===== config.mk =====
export PLATFORM = sky130hd
export DESIGN_NAME = store_lane_format_flat
export DESIGN_NICKNAME = d
export VERILOG_FILES = /design/src/hw/dmem_pkg.sv /design/src/hw/sram_port_if.sv /design/src/hw/store_lane_format.sv /design/src/flat_wrapper.sv
export SDC_FILE = /design/constraint.sdc
export NUM_CORES = 1
export LEC_CHECK = 0
export BUFFER_PORTS_ARGS = -buffer_cell sky130_fd_sc_hd__clkbuf_2
export CAP_MARGIN = 0
export CORE_AREA = 2 2 57 59
export DETAILED_ROUTE_END_ITERATION = 12
export DIE_AREA = 0 0 59 61
export PLACE_DENSITY = 0.75
export SLEW_MARGIN = 10
export SYNTH_ARGS = -nofsm -noshare
export SYNTH_HDL_FRONTEND = slang
export SYNTH_SLANG_ARGS = --single-unit
export TNS_END_PERCENT = 5

===== constraint.sdc =====
create_clock -name vclk -period 1.2
set_input_delay 0.12 -clock vclk [all_inputs]
set_output_delay 0.12 -clock vclk [all_outputs]
set_load 0.01 [all_outputs]

===== src/hw/dmem_pkg.sv =====
package dmem_pkg;

	// store size codes, 3 bits wide
	// anything other than byte or halfword stores a full word
	localparam logic [2:0] SEL_SB = 3'd0;
	localparam logic [2:0] SEL_SH = 3'd1;

	// load size codes
	// zero or sign extension for bytes and halfwords
	// any other code returns the full word unchanged
	localparam logic [2:0] SEL_LBU = 3'd3;
	localparam logic [2:0] SEL_LB  = 3'd4;
	localparam logic [2:0] SEL_LHU = 3'd5;
	localparam logic [2:0] SEL_LH  = 3'd6;

	// uncached segment base
	// subtracted from every core address before indexing
	localparam logic [31:0] KSEG_BASE = 32'ha000_0000;

	// bank depth in 32-bit words, 8 KiB total
	localparam int DMEM_WORDS = 2048;

	// word index width, log2 of the depth
	localparam int WORD_IDX_W = 11;

	// one memory word with two lane views
	// b[0] is the byte at offset 0, b[3] the byte at offset 3
	// h[0] is the low halfword, picked when address bit 1 is clear
	// store side writes lanes through it
	// load side reads lanes back through it
	typedef union packed {
		logic [3:0][7:0]  b;
		logic [1:0][15:0] h;
	} mem_word_u;

	// little-endian lane order throughout
	// lane i of wen covers b[i]
	// an aligned halfword uses lanes 1:0 or 3:2
	// a full word uses all four lanes
	// no other strobe pattern is legal

	// end of shared definitions

endpackage


===== src/hw/sram_port_if.sv =====
`timescale 1ns/100ps

interface sram_port_if;

	// lane write strobes, one per byte
	logic [3:0] wen;
	// word index into the bank
	logic [dmem_pkg::WORD_IDX_W-1:0] addr;
	// replicated store data
	dmem_pkg::mem_word_u wdata;
	// registered read word, one cycle behind addr
	dmem_pkg::mem_word_u rdata;

	// store formatter side
	modport bridge (output wen, output addr, output wdata, input rdata);

	// the SRAM bank side
	modport bank (input wen, input addr, input wdata, output rdata);

	// load extractor only looks at the returned word
	modport sink (input rdata);

endinterface


===== src/hw/store_lane_format.sv =====
`timescale 1ns/100ps

module store_lane_format (
	input  logic        dm_wr,
	input  logic [2:0]  dm_sel_st,
	input  logic [31:0] st_addr,
	input  logic [31:0] din,
	sram_port_if.bridge port
);

	// physical byte address after removing the segment base
	logic [31:0] phys_addr;
	// byte offset inside the word
	logic [1:0] byte_off;
	// replicated write word
	dmem_pkg::mem_word_u wr_word;

	assign phys_addr = st_addr - dmem_pkg::KSEG_BASE;
	// base has zero low bits, offset survives the subtraction
	assign byte_off = phys_addr[1:0];

	// word index, byte offset dropped
	assign port.addr = phys_addr[dmem_pkg::WORD_IDX_W+1:2];

	// lane strobes
	always_comb begin
		if (!dm_wr) begin
			// no write this cycle
			port.wen = 4'b0000;
		end else begin
			case (dm_sel_st)
				dmem_pkg::SEL_SB: port.wen = 4'b0001 << byte_off;
				// halfword picks low or high lane pair by bit 1
				dmem_pkg::SEL_SH: port.wen = byte_off[1] ? 4'b1100 : 4'b0011;
				default:          port.wen = 4'b1111;
			endcase
		end
	end

	// data replicated across lanes
	// the strobes decide which copy lands
	always_comb begin
		case (dm_sel_st)
			dmem_pkg::SEL_SB: wr_word.b = {4{din[7:0]}};
			dmem_pkg::SEL_SH: wr_word.h = {2{din[15:0]}};
			default:          wr_word   = din;
		endcase
	end

	assign port.wdata = wr_word;

	// misaligned stores are only flagged, never trapped
	// checked once inputs settle, stores only
	always_comb begin
		if (dm_wr && dm_sel_st == dmem_pkg::SEL_SH) begin
			a_sh_aligned: assert final (byte_off[0] == 1'b0);
		end
		if (dm_wr && dm_sel_st != dmem_pkg::SEL_SB && dm_sel_st != dmem_pkg::SEL_SH) begin
			a_sw_aligned: assert final (byte_off == 2'b00);
		end
		// index would wrap silently inside the bank
		if (dm_wr) begin
			a_in_range: assert final (phys_addr < 32'(dmem_pkg::DMEM_WORDS * 4));
		end
	end

endmodule


===== src/flat_wrapper.sv =====
// flat-port wrapper written by rule: the top's interface ports become plain ports
module store_lane_format_flat 
  (dm_wr, dm_sel_st, st_addr, din, port_wen, port_addr, port_wdata, port_rdata);
  sram_port_if port_i ();
  input  logic dm_wr;
  input  logic [2:0] dm_sel_st;
  input  logic [31:0] st_addr;
  input  logic [31:0] din;
  output wire logic [$bits(port_i.wen)-1:0] port_wen;
  output wire logic [$bits(port_i.addr)-1:0] port_addr;
  output wire logic [$bits(port_i.wdata)-1:0] port_wdata;
  input wire logic [$bits(port_i.rdata)-1:0] port_rdata;
  assign port_wen = port_i.wen;
  assign port_addr = port_i.addr;
  assign port_wdata = port_i.wdata;
  assign port_i.rdata = port_rdata;
  store_lane_format u_core (.dm_wr(dm_wr), .dm_sel_st(dm_sel_st), .st_addr(st_addr), .din(din), .port(port_i));
endmodule

== Yosys cells after proc, flatten, opt, wreduce, memory -nomap -nowiden ==
Cells that the tools add are included.
Widths: inputs -> output; s select.

* $lt $le $gt $ge: 0
* Reductions and logical operators: 1
* $mul: 0
* Equal/unequal tests: 1
* Bitwise gates (word level): 0
* Shifts and indexed selects: 1
* Add/subtract/negate cells: 1
* Muxes and demuxes: 4
* Div/mod/pow operators: 0

{| class="wikitable"
|+ Operator list
! cell !! number
|-
| $pmux 32 s2 || 1
|-
| $sub 13x1->13 const B || 1
|-
| $mux 4 || 2
|-
| $pmux 4 s2 || 1
|-
| $shl 1x2->4 const A || 1
|-
| $eq 3x1->1 const B || 1
|-
| $logic_not 3->1 || 1
|}

* Memories: 0
* Output and inout bits: 47
* Input bits: 100
* Logic and storage cells: 8
* ROM bits: 0
* Register bits after elaboration: 0
* Bits in latches: 0
* Memory bits (writable): 0

== Depth between registers and ports, before layout ==
* Word-level depth: 4
* Mapped depth: 4
* Mapped depth without buffers: 3

== Worst setup path after synthesis ==
OpenSTA, ideal clock, no wires.

* Kind: input port to output port
* Start: in dm_sel_st[1]
* End: out port_wdata[10]
* Stages on the path: 2
* Path buffers: 0
* Data required time: 1.080 ns
* Setup slack: 0.247 ns
* Data arrival time: 0.833 ns
* Path through: nor3_4 -> mux2_2

* Longest elaborated chain between the ends: 2
* Elaborated cells on any way between the ends: 3
* Those cells by class: eq/ne (1); mux (1); reduce/logical (1)

{| class="wikitable"
|+ RTL lines
! item !! RTL line !! source
|-
| from (decl) || flat_wrapper.sv:6 || <nowiki>input logic [2:0] dm_sel_st;</nowiki>
|-
| $eq 3x1->1 / $logic_not 3->1 (equally long branches) || - ||
|-
| $pmux 32 s2 * || store_lane_format.sv:43 || <nowiki>case (dm_sel_st)</nowiki>
|-
| to (decl) || flat_wrapper.sv:11 || <nowiki>output wire logic [$bits(port_i.wdata)-1:0] port_wdata;</nowiki>
|}

Every way passes the cells marked *; elsewhere a longest branch is shown, timed or not.

== Worst setup path after layout ==
* Start: in dm_sel_st[1]
* End: out port_wdata[15]

The elaborated chain is that of the path after synthesis.

==> impl_metrics.csv <==
group,metric,value,unit
logic_synthesis,syn_inst,75,
power,finalPower,399,uW
place,gp_congestion,0.658,
setup_path,cp.required,1.08,ns
logic_synthesis,synth_cell_types,14,
logic_synthesis,synth_area_per_cell,7.82,um^2
hold_path,min-delay-start,"st_addr[3]",
cells_and_area,diodes,0,
setup_path,critPathSlowestCell,"mux2_4",
cells_and_area,seq_area,0,um^2
cells_and_area,num-fill-cells,335,
global_route,grt_pass1_wl,2640,um
route,drt-pass1-iter-count,4,
cells_and_area,drive_above_1_share,0.742,
cells_and_area,finalInstanceArea,982,um^2
global_route,track_usage,0.0935,
cells_and_area,num-nets-final,234,
setup_path,path_max_fanout,4,
setup_path,path_cells,"buf_8 > nor3_4 > buf_6 > mux2_4 > buf_6",
die,die_w,59,um
place,placed_area,882,um^2
global_route,gr-total-overflow,0,
route,dr.first_iter.drc_count,17,
flow_run,max-cap-violations,0,
route,drt-wirelength-per-cell,12.4,um
power,ir_drop,0.0000903,V
sta,hold_violations,0,
logic_synthesis,netlist_area,587,um^2
global_route,first_global_vias,608,
sta,fin_crit_sh,0.968,
die,die_area,3600,um^2
cells_and_area,syn_to_final_growth,67.4,%
cells_and_area,n_clock_buffer,0,
sta,timing.final.crit_period,1.16,ns
status,run_status,"complete, no violations",
setup_path,worstSetupEndpointType,"output port",
die,die_y,61,um
sta,fmax,0.861,GHz
sta,rsz0062_at_grt,"true",
route,dr_total_vias,742,
setup_path,cpPeakStageDelay,0.30,ns
global_route,antenna_found_initial,0,
die,ios,147,
logic_synthesis,syn_nets,175,
logic_synthesis,ys.warnings.count,0,
logic_synthesis,yosysTopAreaCellShare,0.307,
hold_path,hold_depth,0,
die,core-area,2950,um^2
route,drc,0,
sta,worst_pin_slew,0.199,ns
route,detail-route-antenna-nets,0,
sta,slew_headroom,0.867,
cells_and_area,design.seq.count,0,
die,initial_core_util,0.199,
place,dpl.hpwl,1590,um
route,routed_wl,2040,um
hold_path,hold_end,"port_addr[1]",
global_route,grt_max_degree,20,
setup_path,cp_common_cell,"buf_6",
sta,setup_viol,0,
setup_path,worstSetupPathType,"in2out",
die,core.rowCount,20,
power,leakagePower,0.552,nW
setup_path,arrival,1.04,ns
cells_and_area,final_cell_mix,"65 x clkbuf_2, 9 x nor2_1, 9 x a21oi_1, 9 x buf_6",
sta,finalMaxSlewViolations,0,
cells_and_area,final_common_cell,"clkbuf_2",
route,vias_per_cell,4.50,
clocking,ctsHoldBuffers,0,
logic_synthesis,synth-seq-area-share,0,
clocking,post_cts_buffers,0,
power,powerDensity,406,nW/um^2
setup_path,startpoint_type,"primary input",
logic_synthesis,synth_top_cell_by_area,"mux2_2",
logic_synthesis,synth_area_leaders,"mux2_2 31%, buf_4 26%, mux2i_1 14%",
hold_path,worstHoldPathType,"in2out",
place,io_buffers,74,
-- metal layers --
layer / vias up / part of all wire / GRT usage
li1: 361 / - / -
met1: 327 / 0.38 / 0.107
met2: 54 / 0.49 / 0.179
met3: 0 / 0.13 / 0.0277
met4: 0 / 0 / 0.00325
met5: - / 0 / 0
-- synth_stat cells --
| master | n |
|---|---|
| inv_1 | 2 |
| nor2_4 | 1 |
| a21oi_1 | 9 |
| buf_4 | 20 |
| mux2i_1 | 8 |
| o21ai_0 | 3 |
| buf_2 | 1 |
| and2_1 | 1 |
| buf_6 | 1 |
| nor2_1 | 9 |
| o31a_2 | 1 |
| a21boi_0 | 2 |
| mux2_2 | 16 |
| nor3_4 | 1 |
-- cells by family (layout without fill, tap and decap cells) --
group           after synthesis  in the layout  share of synthesized area
mux                          24             24                      0.443
buf+inv                      24             81                      0.296
compound gates               15             15                      0.145
simple gates                 12             12                      0.115
-- worst max-delay path, delay by kind of cell --
| family | cells | cell delay [ns] |
|---|---|---|
| and+or+nand+nor | 1 | 0.23 |
| buffers and inverters | 3 | 0.39 |
| muxes | 1 | 0.30 |
-- cell type report --
type / instances / area, um^2 / area share
timing repair buffer: 79 / 490 / 0.499
tap: 33 / 41.3 / 0.0420
inverter: 2 / 7.51 / 0.00764
multi-input combinational: 51 / 443 / 0.451
-- power by group --
group | internal, mW | total (mW) | switching (mW)
Clock | 0 | 0 | 0
Sequential | 0 | 0 | 0
Combinational | 0.219 | 0.399 | 0.180
-- worst max-delay path by stage --
| stage | slack, ns | end | start | cells past startpoint |
|---|---|---|---|---|
| floorplan | 0.25 | port_wdata[10] | dm_sel_st[1] | 2 |
| global placement | -0.04 | port_wdata[14] | dm_sel_st[1] | 5 |
| detailed placement | -0.05 | port_wdata[14] | dm_sel_st[1] | 5 |
| CTS | -0.02 | port_wdata[12] | dm_sel_st[0] | 5 |
| global route | -0.01 | port_wdata[15] | dm_sel_st[1] | 5 |
| finish | 0.04 | port_wdata[15] | dm_sel_st[1] | 5 |
-- timing repair --
item | CTS | global route
pin swaps | 1 | 1
endpoints found under the setup margin | 8 | 8
resized for setup | 6 | 22
hold endpoints to repair | 0 | 0
-- stage by stage --
stage / setup slack [ns] / cells / setup TNS, ns / hold slack [ns] / utilization
2_1_floorplan: 0.247 / 75 / 0 / 0.332 / -
3_3_place_gp: -0.0371 / 165 / -0.213 / 0.240 / 0.299
3_5_place_dp: -0.0453 / 165 / -0.272 / 0.240 / 0.299
4_1_cts: -0.0160 / 165 / -0.0515 / 0.240 / 0.308
5_1_grt: -0.0141 / 165 / -0.0430 / 0.240 / 0.333
6_report: 0.0385 / 165 / 0 / 0.240 / 0.333
Note: power is estimated with default switching activity, not from simulation.
