`src/hw/dmem_pkg.sv`:
```
package dmem_pkg;

	// store size codes, 3 bits wide
	// anything other than byte or halfword stores a full word
	localparam logic [2:0] SEL_SB = 3'd0;
	localparam logic [2:0] SEL_SH = 3'd1;

	// load size codes
	// zero or sign extension for bytes and halfwords
	// any other code returns the full word unchanged
	localparam logic [2:0] SEL_LBU = 3'd3;
	localparam logic [2:0] SEL_LB  = 3'd4;
	localparam logic [2:0] SEL_LHU = 3'd5;
	localparam logic [2:0] SEL_LH  = 3'd6;

	// uncached segment base
	// subtracted from every core address before indexing
	localparam logic [31:0] KSEG_BASE = 32'ha000_0000;

	// bank depth in 32-bit words, 8 KiB total
	localparam int DMEM_WORDS = 2048;

	// word index width, log2 of the depth
	localparam int WORD_IDX_W = 11;

	// one memory word with two lane views
	// b[0] is the byte at offset 0, b[3] the byte at offset 3
	// h[0] is the low halfword, picked when address bit 1 is clear
	// store side writes lanes through it
	// load side reads lanes back through it
	typedef union packed {
		logic [3:0][7:0]  b;
		logic [1:0][15:0] h;
	} mem_word_u;

	// little-endian lane order throughout
	// lane i of wen covers b[i]
	// an aligned halfword uses lanes 1:0 or 3:2
	// a full word uses all four lanes
	// no other strobe pattern is legal

	// end of shared definitions

endpackage

```
`src/hw/sram_port_if.sv`:
```
`timescale 1ns/100ps

interface sram_port_if;

	// lane write strobes, one per byte
	logic [3:0] wen;
	// word index into the bank
	logic [dmem_pkg::WORD_IDX_W-1:0] addr;
	// replicated store data
	dmem_pkg::mem_word_u wdata;
	// registered read word, one cycle behind addr
	dmem_pkg::mem_word_u rdata;

	// store formatter side
	modport bridge (output wen, output addr, output wdata, input rdata);

	// the SRAM bank side
	modport bank (input wen, input addr, input wdata, output rdata);

	// load extractor only looks at the returned word
	modport sink (input rdata);

endinterface

```
`src/hw/load_lane_extract.sv`:
```
`timescale 1ns/100ps

module load_lane_extract (
	input  logic        clk,
	input  logic [2:0]  dm_sel_ld,
	input  logic [31:0] ld_addr,
	sram_port_if.sink   port,
	output logic [31:0] dout
);

	// addressed byte, lane from bits 1:0
	logic [7:0] ld_byte;
	// addressed halfword, lane from bit 1
	logic [15:0] ld_half;
	// full word view of the returned data
	logic [31:0] ld_word;

	// ld_addr still carries the segment base
	// only the low two bits matter here
	assign ld_byte = port.rdata.b[ld_addr[1:0]];
	assign ld_half = port.rdata.h[ld_addr[1]];
	assign ld_word = port.rdata;

	// extension by load code
	always_comb begin
		case (dm_sel_ld)
			// lbu
			dmem_pkg::SEL_LBU: begin
				dout = {24'h00_0000, ld_byte};
			end
			// lb, top bit copied up
			dmem_pkg::SEL_LB: begin
				dout = {{24{ld_byte[7]}}, ld_byte};
			end
			// lhu
			dmem_pkg::SEL_LHU: begin
				dout = {16'h0000, ld_half};
			end
			// lh
			dmem_pkg::SEL_LH: begin
				dout = {{16{ld_half[15]}}, ld_half};
			end
			// lw and any unused code
			default: begin
				dout = ld_word;
			end
		endcase
	end

	// halfword loads must sit on an even byte
	// otherwise the lane pick would drop a byte
	a_lh_aligned: assert property (
		@(posedge clk)
		(dm_sel_ld == dmem_pkg::SEL_LHU || dm_sel_ld == dmem_pkg::SEL_LH) |-> !ld_addr[0]
	);

endmodule

```
`src/flat_wrapper.sv`:
```
// flat-port wrapper written by rule: the top's interface ports become plain ports
module load_lane_extract_flat 
  (clk, dm_sel_ld, ld_addr, dout, port_rdata);
  sram_port_if port_i ();
  input  logic clk;
  input  logic [2:0] dm_sel_ld;
  input  logic [31:0] ld_addr;
  output logic [31:0] dout;
  input wire logic [$bits(port_i.rdata)-1:0] port_rdata;
  assign port_i.rdata = port_rdata;
  load_lane_extract u_core (.clk(clk), .dm_sel_ld(dm_sel_ld), .ld_addr(ld_addr), .port(port_i), .dout(dout));
endmodule
```
`config.mk`:
```
export PLATFORM = sky130hd
export DESIGN_NAME = load_lane_extract_flat
export DESIGN_NICKNAME = d
export VERILOG_FILES = /design/src/hw/dmem_pkg.sv /design/src/hw/sram_port_if.sv /design/src/hw/load_lane_extract.sv /design/src/flat_wrapper.sv
export SDC_FILE = /design/constraint.sdc
export NUM_CORES = 1
export LEC_CHECK = 0
export BUFFER_PORTS_ARGS = -buffer_cell sky130_fd_sc_hd__buf_2
export CAP_MARGIN = 25
export CORE_AREA = 2 2 55 57
export DETAILED_ROUTE_END_ITERATION = 8
export DIE_AREA = 0 0 57 59
export GPL_TIMING_DRIVEN = 0
export PLACE_DENSITY = 0.83
export SLEW_MARGIN = 20
export SYNTH_ARGS = -nofsm -noshare
export SYNTH_HDL_FRONTEND = slang
export SYNTH_SLANG_ARGS = --single-unit
```
`constraint.sdc`:
```
create_clock -name vclk -period 1.1
set_input_delay 0.055 -clock vclk [all_inputs]
set_output_delay 0.055 -clock vclk [all_outputs]
set_load 0.01 [all_outputs]
```
Word-level counts from Yosys, hierarchy flattened
Index checks and enable logic that the tools add are counted.
{"block": "classes", "eq_ne": 4, "magnitude_cmp": 2, "mux": 5}
{"op": "32-bit case mux with 4 select lines", "count": 1}
{"op": "16-bit two-way mux", "count": 2}
{"op": "8-bit binary-select mux with 2-bit select", "count": 1}
{"op": "3-bit == test (second input constant)", "count": 3}
{"op": "8-bit two-way mux", "count": 1}
{"op": "3-bit by 2-bit == test with 1-bit output (second input constant)", "count": 1}
{"op": "2-bit by 3-bit < comparator with 1-bit output (second input constant)", "count": 1}
{"op": "1-bit by 2-bit < comparator with 1-bit output (second input constant)", "count": 1}
{"block": "word_totals", "out_inout_bits": 32, "inputBits": 68, "ff_bits": 0}

Depth between registers and ports, before layout
Gate-level depths: netlist (run 1).
{"block": "depth", "ltp_word": 3, "ltp_mapped": 6, "depth_no_buf": 4}

Worst setup path after synthesis (run 1)
OpenSTA, ideal clock, no wires.
{"block": "synth_timing", "path_kind": "input -> output", "start": "input port ld_addr[1]", "end": "output port dout[15]", "arrival_ns": 1.098, "path_slack_ns": -0.053, "required_time_ns": 1.045, "path_stages": 5, "path_buffers": 3, "path_cell_list": "buf_2 > buf_4 > buf_4 > a21oi_1 > o41ai_1"}
{"block": "synth_via", "elab_chain_cells": 3, "word_cells_on_any_way": 5}
{"element": "start, declared", "line_no": "flat_wrapper.sv:7", "rtl": "input logic [31:0] ld_addr;"}
{"element": "8-bit binary-select mux with 2-bit select / 16-bit two-way mux (equally long branches)", "line_no": "load_lane_extract.sv:20, load_lane_extract.sv:21"}
{"element": "8-bit two-way mux (implied by the code) / 16-bit two-way mux (equally long branches)", "line_no": "load_lane_extract.sv:20, load_lane_extract.sv:21"}
{"element": "32-bit case mux with 4 select lines (*)", "line_no": "load_lane_extract.sv:26", "rtl": "case (dm_sel_ld)"}
{"element": "end, declared", "line_no": "flat_wrapper.sv:8", "rtl": "output logic [31:0] dout;"}
Mark *: on every way between the ends. The rest lies on a longest branch, timed or not. The select of a mux whose other input is x is not followed.

Worst setup path after layout (run 1)
{"block": "layout_timing", "start": "input port dm_sel_ld[0]", "end": "output port dout[9]"}
{"block": "layout_via", "elab_chain_cells": 2, "word_cells_on_any_way": 5}
{"element": "start, declared", "line_no": "flat_wrapper.sv:6", "rtl": "input logic [2:0] dm_sel_ld;"}
{"element": "3-bit == test / 3-bit by 2-bit == test with 1-bit output (equally long branches)", "line_no": "load_lane_extract.sv:26"}
{"element": "32-bit case mux with 4 select lines (*)", "line_no": "load_lane_extract.sv:26"}
Mark *: on every way between the ends. The rest lies on a longest branch, timed or not.

==> impl_metrics.json, run 1 <==
{
  "status": "finished, violations left",
  "violations": "setup timing",
  "crit_path_end_kind": "output pin",
  "setup_slack_ns": -0.216,
  "dpl.cell_count": 256,
  "drive_gt1_frac": 0.574,
  "critPathTopFamily": "simple AND/OR/NAND/NOR gates",
  "fin_crit_sh": 1.20,
  "crit_slowest_cell": "nor4_4",
  "cap_violations": 0,
  "place_congestion": 0.919,
  "total_leakage_power_uw": 0.000922,
  "synth.top_cell.area_share": 0.164,
  "layout_min_cycle_time_ns": 1.32,
  "area_delta_synth_final_pct": 95.3,
  "slew_violations": 0,
  "finalInstanceArea_um2": 2030,
  "tightest_slew_ns": 0.320,
  "nClkBuffers": 0,
  "coreArea_um2": 2710,
  "ys_seq_area_frac": 0,
  "dp_worst_setup_slack_ns": -0.521,
  "place_hpwl_um": 3080,
  "grt_pass1_vias": 1531,
  "hold_violations": 0,
  "drtIter0Drc": 130,
  "min_path_type": "primary input to output pin",
  "synth_area_leaders": "mux2i_1 16%, nand3b_1 12%, nand4_1 10%",
  "fin_cells": 273,
  "crit_fanout": 7,
  "path_cells": "buf_8 > buf_8 > nor2b_4 > a21oi_4 > nor2_4 > nor4_4 > buf_2",
  "antenna_found_initial": 0,
  "die_h_um": 59,
  "vias_per_cell": 6.37,
  "grt-ovfl-total": 0,
  "final_util": 0.749,
  "crit_path_max_incr_delay_ns": 0.31,
  "dr_total_vias": 1738,
  "postRouteAntennaNets": 0,
  "worstPathRequired_ns": 1.04,
  "die_x_um": 57,
  "finalPower_uw": 1030,
  "cp_num_buf_inv": 3,
  "max-vdd-ir-drop_mv": 0.406,
  "antenna_cells": 0,
  "worstSetupPathType": "primary input to output pin",
  "syn_nets": 226,
  "crit_path_frequent_cell": "buf_8",
  "yosysTopAreaCell": "mux2i_1",
  "io_buffers": 67,
  "setup_viol": 32,
  "netlist_instances": 158,
  "avgRoutedWirePerCell_um": 18.9,
  "grt_usage": 0.272,
  "start_kind": "primary input",
  "rsz0062_at_grt": "true",
  "dieArea_um2": 3360,
  "drt-total-wl_um": 5160,
  "netlist-cell-type-count": 33,
  "postPlaceCellArea_um2": 1480,
  "regArea_um2": 0,
  "mappedNetlistArea_um2": 1040,
  "max_slew_margin": 0.781,
  "yosys_warnings": 0,
  "row_count": 19,
  "drt_first_pass_iters": 4,
  "ios": 100,
  "avgSynthCellArea_um2": 6.58,
  "final_nets": 312,
  "crit_arrival_ns": 1.26,
  "fmax_ghz": 0.760,
  "powerDensity_nw_per_um2": 510,
  "grt_pass1_wl_um": 7360,
  "route.detailed.drc": 0,
  "flops_and_latches": 0,
  "grt_max_degree": 11,
  "initial_core_util": 0.384,
  "holdBufCountCts": 0
}
==> cells in the mapped netlist, types with 2 or more instances <==
| cell type | instances |
|---|---|
| nand4_1 | 17 |
| buf_2 | 3 |
| o41ai_1 | 2 |
| nand3b_1 | 16 |
| nand2_1 | 7 |
| nor2_1 | 16 |
| mux2i_1 | 17 |
| buf_6 | 3 |
| nand2b_1 | 3 |
| buf_4 | 3 |
| o221ai_1 | 7 |
| clkbuf_1 | 6 |
| nand3_1 | 17 |
| a21oi_1 | 14 |
| nor4_1 | 8 |
| nor3b_1 | 2 |
==> report_power, final <==
group          switching, µW  internal (µW)
Combinational            545            490
Clock                      0              0
Sequential                 0              0
Total                    545            490
==> timing repair <==
action	4_1_cts	5_1_grt
setup endpoints to repair	32	32
pin swaps	13	7
cloned	1	0
resized for setup	53	32
buffers inserted	9	9
==> placed cells by master, fill, tap and decap left out, types with 2 or more instances in the layout <==
| cell type | instances |
|---|---|
| a21oi_1 | 14 |
| nor4_4 | 4 |
| mux2i_4 | 3 |
| nand2b_4 | 2 |
| buf_12 | 6 |
| nor4b_4 | 2 |
| o41ai_2 | 2 |
| nand3_1 | 16 |
| buf_2 | 63 |
| nand4_1 | 17 |
| nor3b_1 | 2 |
| nor2_2 | 2 |
| nand2b_1 | 2 |
| buf_8 | 2 |
| mux2i_1 | 14 |
| nand2_1 | 7 |
| clkbuf_2 | 2 |
| nor2_1 | 12 |
| clkbuf_4 | 4 |
| nand3b_1 | 16 |
| o221ai_2 | 6 |
| nor4_2 | 4 |
| buf_4 | 10 |
| nor2_4 | 2 |
| buf_6 | 12 |
==> cell families after synthesis <==
family | share of synthesized area
AOI/OAI and AO/OA | 0.184
xor gates and xnor gates | 0.0169
buffers and inverters | 0.0975
muxes | 0.174
and+or+nand+nor | 0.527
==> final timing paths <==
| check | from | endpoint | slack (ns) | cells past startpoint |
|---|---|---|---|---|
| worst max-delay path | dm_sel_ld[0] | dout[9] | -0.22 | 7 |
| worst min-delay path | port_rdata[6] | dout[6] | 0.44 | 4 |
==> routing by layer <==
| metal | GRT usage | part of all wire | vias up | wire length (µm) |
|---|---|---|---|---|
| met2 | 0.476 | 0.49 | 118 | 2520 |
| met5 | 0 | 0 | - | 0 |
| li1 | - | - | 791 | - |
| met1 | 0.375 | 0.40 | 821 | 2060 |
| met4 | 0.0532 | 0.017 | 0 | 88 |
| met3 | 0.0109 | 0.096 | 8 | 496 |
==> cell type report <==
cell class | instances | area, µm²
multi-input cells | 141 | 1250
fillers | 192 | 679
well taps | 31 | 38.8
plain buffers | 16 | 181
repair buffers | 84 | 548
inverters | 1 | 7.51
==> metrics by stage <==
stage                     setup TNS [ns]  hold WS [ns]
after global placement            -10.21         0.436
after floorplan                        0         0.240
after detailed placement          -11.05         0.429
after CTS                          -4.13         0.427
after global routing               -6.81         0.457
final                              -4.63         0.444
Power figures use the tool's default switching activity.
==> run 2, diff against run 1 <==
Settings changed: ABC_AREA set to 1, CORE_AREA 2 2 55 57 to 2 2 56 58, DIE_AREA 0 0 57 59 to 0 0 58 60, PLACE_DENSITY 0.83 to 0.88.
Clock period 1.1 ns to 1.6 ns, I/O delays scaled along.
==> impl_metrics.json, run 2 <==
{
  "netlist_instances": 232,
  "ys_seq_area_frac": 0,
  "dr_total_vias": 1603,
  "yosys-top-cells-count": "85 x nand2_1, 39 x nand3_1, 33 x inv_1, 25 x nand2_2, 22 x nand3_2",
  "min_path_type": "primary input to output pin",
  "crit_path_end_kind": "output pin",
  "drt-total-wl_um": 3600,
  "crit_fanout": 10,
  "vias_per_cell": 4.81,
  "crit_arrival_ns": 1.15,
  "ios": 100,
  "flops_and_latches": 0,
  "cap_violations": 0,
  "syn_nets": 300,
  "final_nets": 370,
  "grt_max_degree": 11,
  "synth.top_cell.area_share": 0.258,
  "tightest_slew_ns": 0.401,
  "yosysMostFrequentCell": "nand2_1",
  "layout_min_cycle_time_ns": 1.23,
  "grt_pass1_vias": 1452,
  "max-vdd-ir-drop_mv": 0.176,
  "place_hpwl_um": 3010,
  "initial_core_util": 0.426,
  "max_slew_margin": 0.732,
  "yosys_warnings": 0,
  "ctsResizeCount": 0,
  "layout_common_cells": "85 x nand2_1, 75 x buf_2, 39 x nand3_1",
  "min_to": "dout[5]",
  "die_x_um": 58,
  "hold_start": "port_rdata[5]",
  "route.detailed.drc": 0,
  "worstSetupPathType": "primary input to output pin",
  "min_path_cells": 4,
  "cts_setup_buffers": 0,
  "grt_usage": 0.208,
  "slew_violations": 0,
  "io_buffers": 68,
  "hold_violations": 0,
  "postRouteAntennaNets": 0,
  "fin_crit_sh": 0.768,
  "coreArea_um2": 2900,
  "drive_gt1_frac": 0.450,
  "avgSynthCellArea_um2": 5.33,
  "rsz0062_at_grt": "false",
  "regArea_um2": 0,
  "row_count": 20,
  "status": "finished clean",
  "dieArea_um2": 3480,
  "die_h_um": 60,
  "grt_pass1_wl_um": 5960,
  "netlist-cell-type-count": 14,
  "drt_first_pass_iters": 5,
  "start_kind": "primary input",
  "fmax_ghz": 0.814,
  "antenna_found_initial": 0,
  "hold_ws_ns": 0.458,
  "setup_viol": 0,
  "worstPathRequired_ns": 1.52,
  "finalInstanceArea_um2": 1620,
  "nClkBuffers": 0,
  "mappedNetlistArea_um2": 1240,
  "finalSetupTns_ns": 0,
  "powerDensity_nw_per_um2": 357,
  "holdBufCountCts": 0,
  "synth_area_leaders": "nand2_1 26%, nand3_2 18%, nand3_1 16%",
  "dpl.cell_count": 333,
  "layout_commonest_cell": "nand2_1",
  "area_delta_synth_final_pct": 30.8,
  "total_leakage_power_uw": 0.00111,
  "yosysTopAreaCell": "nand2_1",
  "drtIter0Drc": 58,
  "grt-ovfl-total": 0,
  "antenna_cells": 0,
  "fin_cells": 333,
  "avgRoutedWirePerCell_um": 10.8,
  "fill_cells": 302,
  "place_congestion": 0.897,
  "postPlaceCellArea_um2": 1620
}
run 2: cell types whose count changed after synthesis, moves of 5 or more:
cell,before,now
nand3_1,17,39
mux2i_1,17,0
clkbuf_1,6,1
o221ai_1,7,0
nor2_1,16,0
nand3_2,0,22
inv_1,1,33
nand2_2,1,25
o21ai_0,1,7
nand3b_1,16,0
nand4_1,17,0
nor4_1,8,0
nand2_1,7,85
a21oi_1,14,0
run 2: report_power, final:
| group | internal [µW] | switching (µW) | total (µW) | leakage (µW) |
|---|---|---|---|---|
| clock network | 0 | 0 | 0 | 0 |
| registers | 0 | 0 | 0 | 0 |
| logic | 245 | 333 | 578 | 0.00111 |
| total | 245 | 333 | 578 | 0.00111 |
run 2: cell families (layout without fill, tap and decap cells):
family,Yosys count,count (layout),synth area share
AOI/OAI and AO/OA,7,7,0.0283
and+or+nand+nor,175,175,0.764
buffers and inverters,50,118,0.207
run 2: worst max-delay path, cell delays in order:
cell	delay [ns]
buf_2	0.11
inv_1	0.09
nand3_1	0.13
nand2_4	0.16
buf_2	0.26
nand3_1	0.11
nand3_2	0.08
buf_2	0.12
run 2: stage by stage:
step	utilization	worst slack (ns)	total power, µW
4_1_cts	0.558	0.356	580
3_5_place_dp	0.558	0.357	579
2_1_floorplan	-	0.707	376
6_report	0.558	0.372	578
3_3_place_gp	0.558	0.382	571
5_1_grt	0.558	0.251	647
run 2: layer usage:
metal	vias to the layer above	global-route usage	wire, µm
met5	-	0	0
li1	854	-	-
met3	2	0.00649	222
met4	0	0.0332	14
met2	57	0.383	1830
met1	690	0.273	1530
run 2: worst max path at each step:
stage               slack [ns]        to         start
floorplan                 0.71  dout[17]  dm_sel_ld[0]
global placement          0.38   dout[5]  dm_sel_ld[0]
detailed placement        0.36   dout[5]  dm_sel_ld[0]
CTS                       0.36   dout[5]  dm_sel_ld[0]
global route              0.25   dout[7]  dm_sel_ld[0]
finish                    0.37   dout[5]  dm_sel_ld[0]
run 2: cell type report:
cell class | instances | area [µm²] | area share
plain buffers | 14 | 121 | 0.0750
multi-input cells | 182 | 981 | 0.606
well taps | 33 | 41.3 | 0.0255
repair buffers | 68 | 340 | 0.210
inverters | 36 | 135 | 0.0835
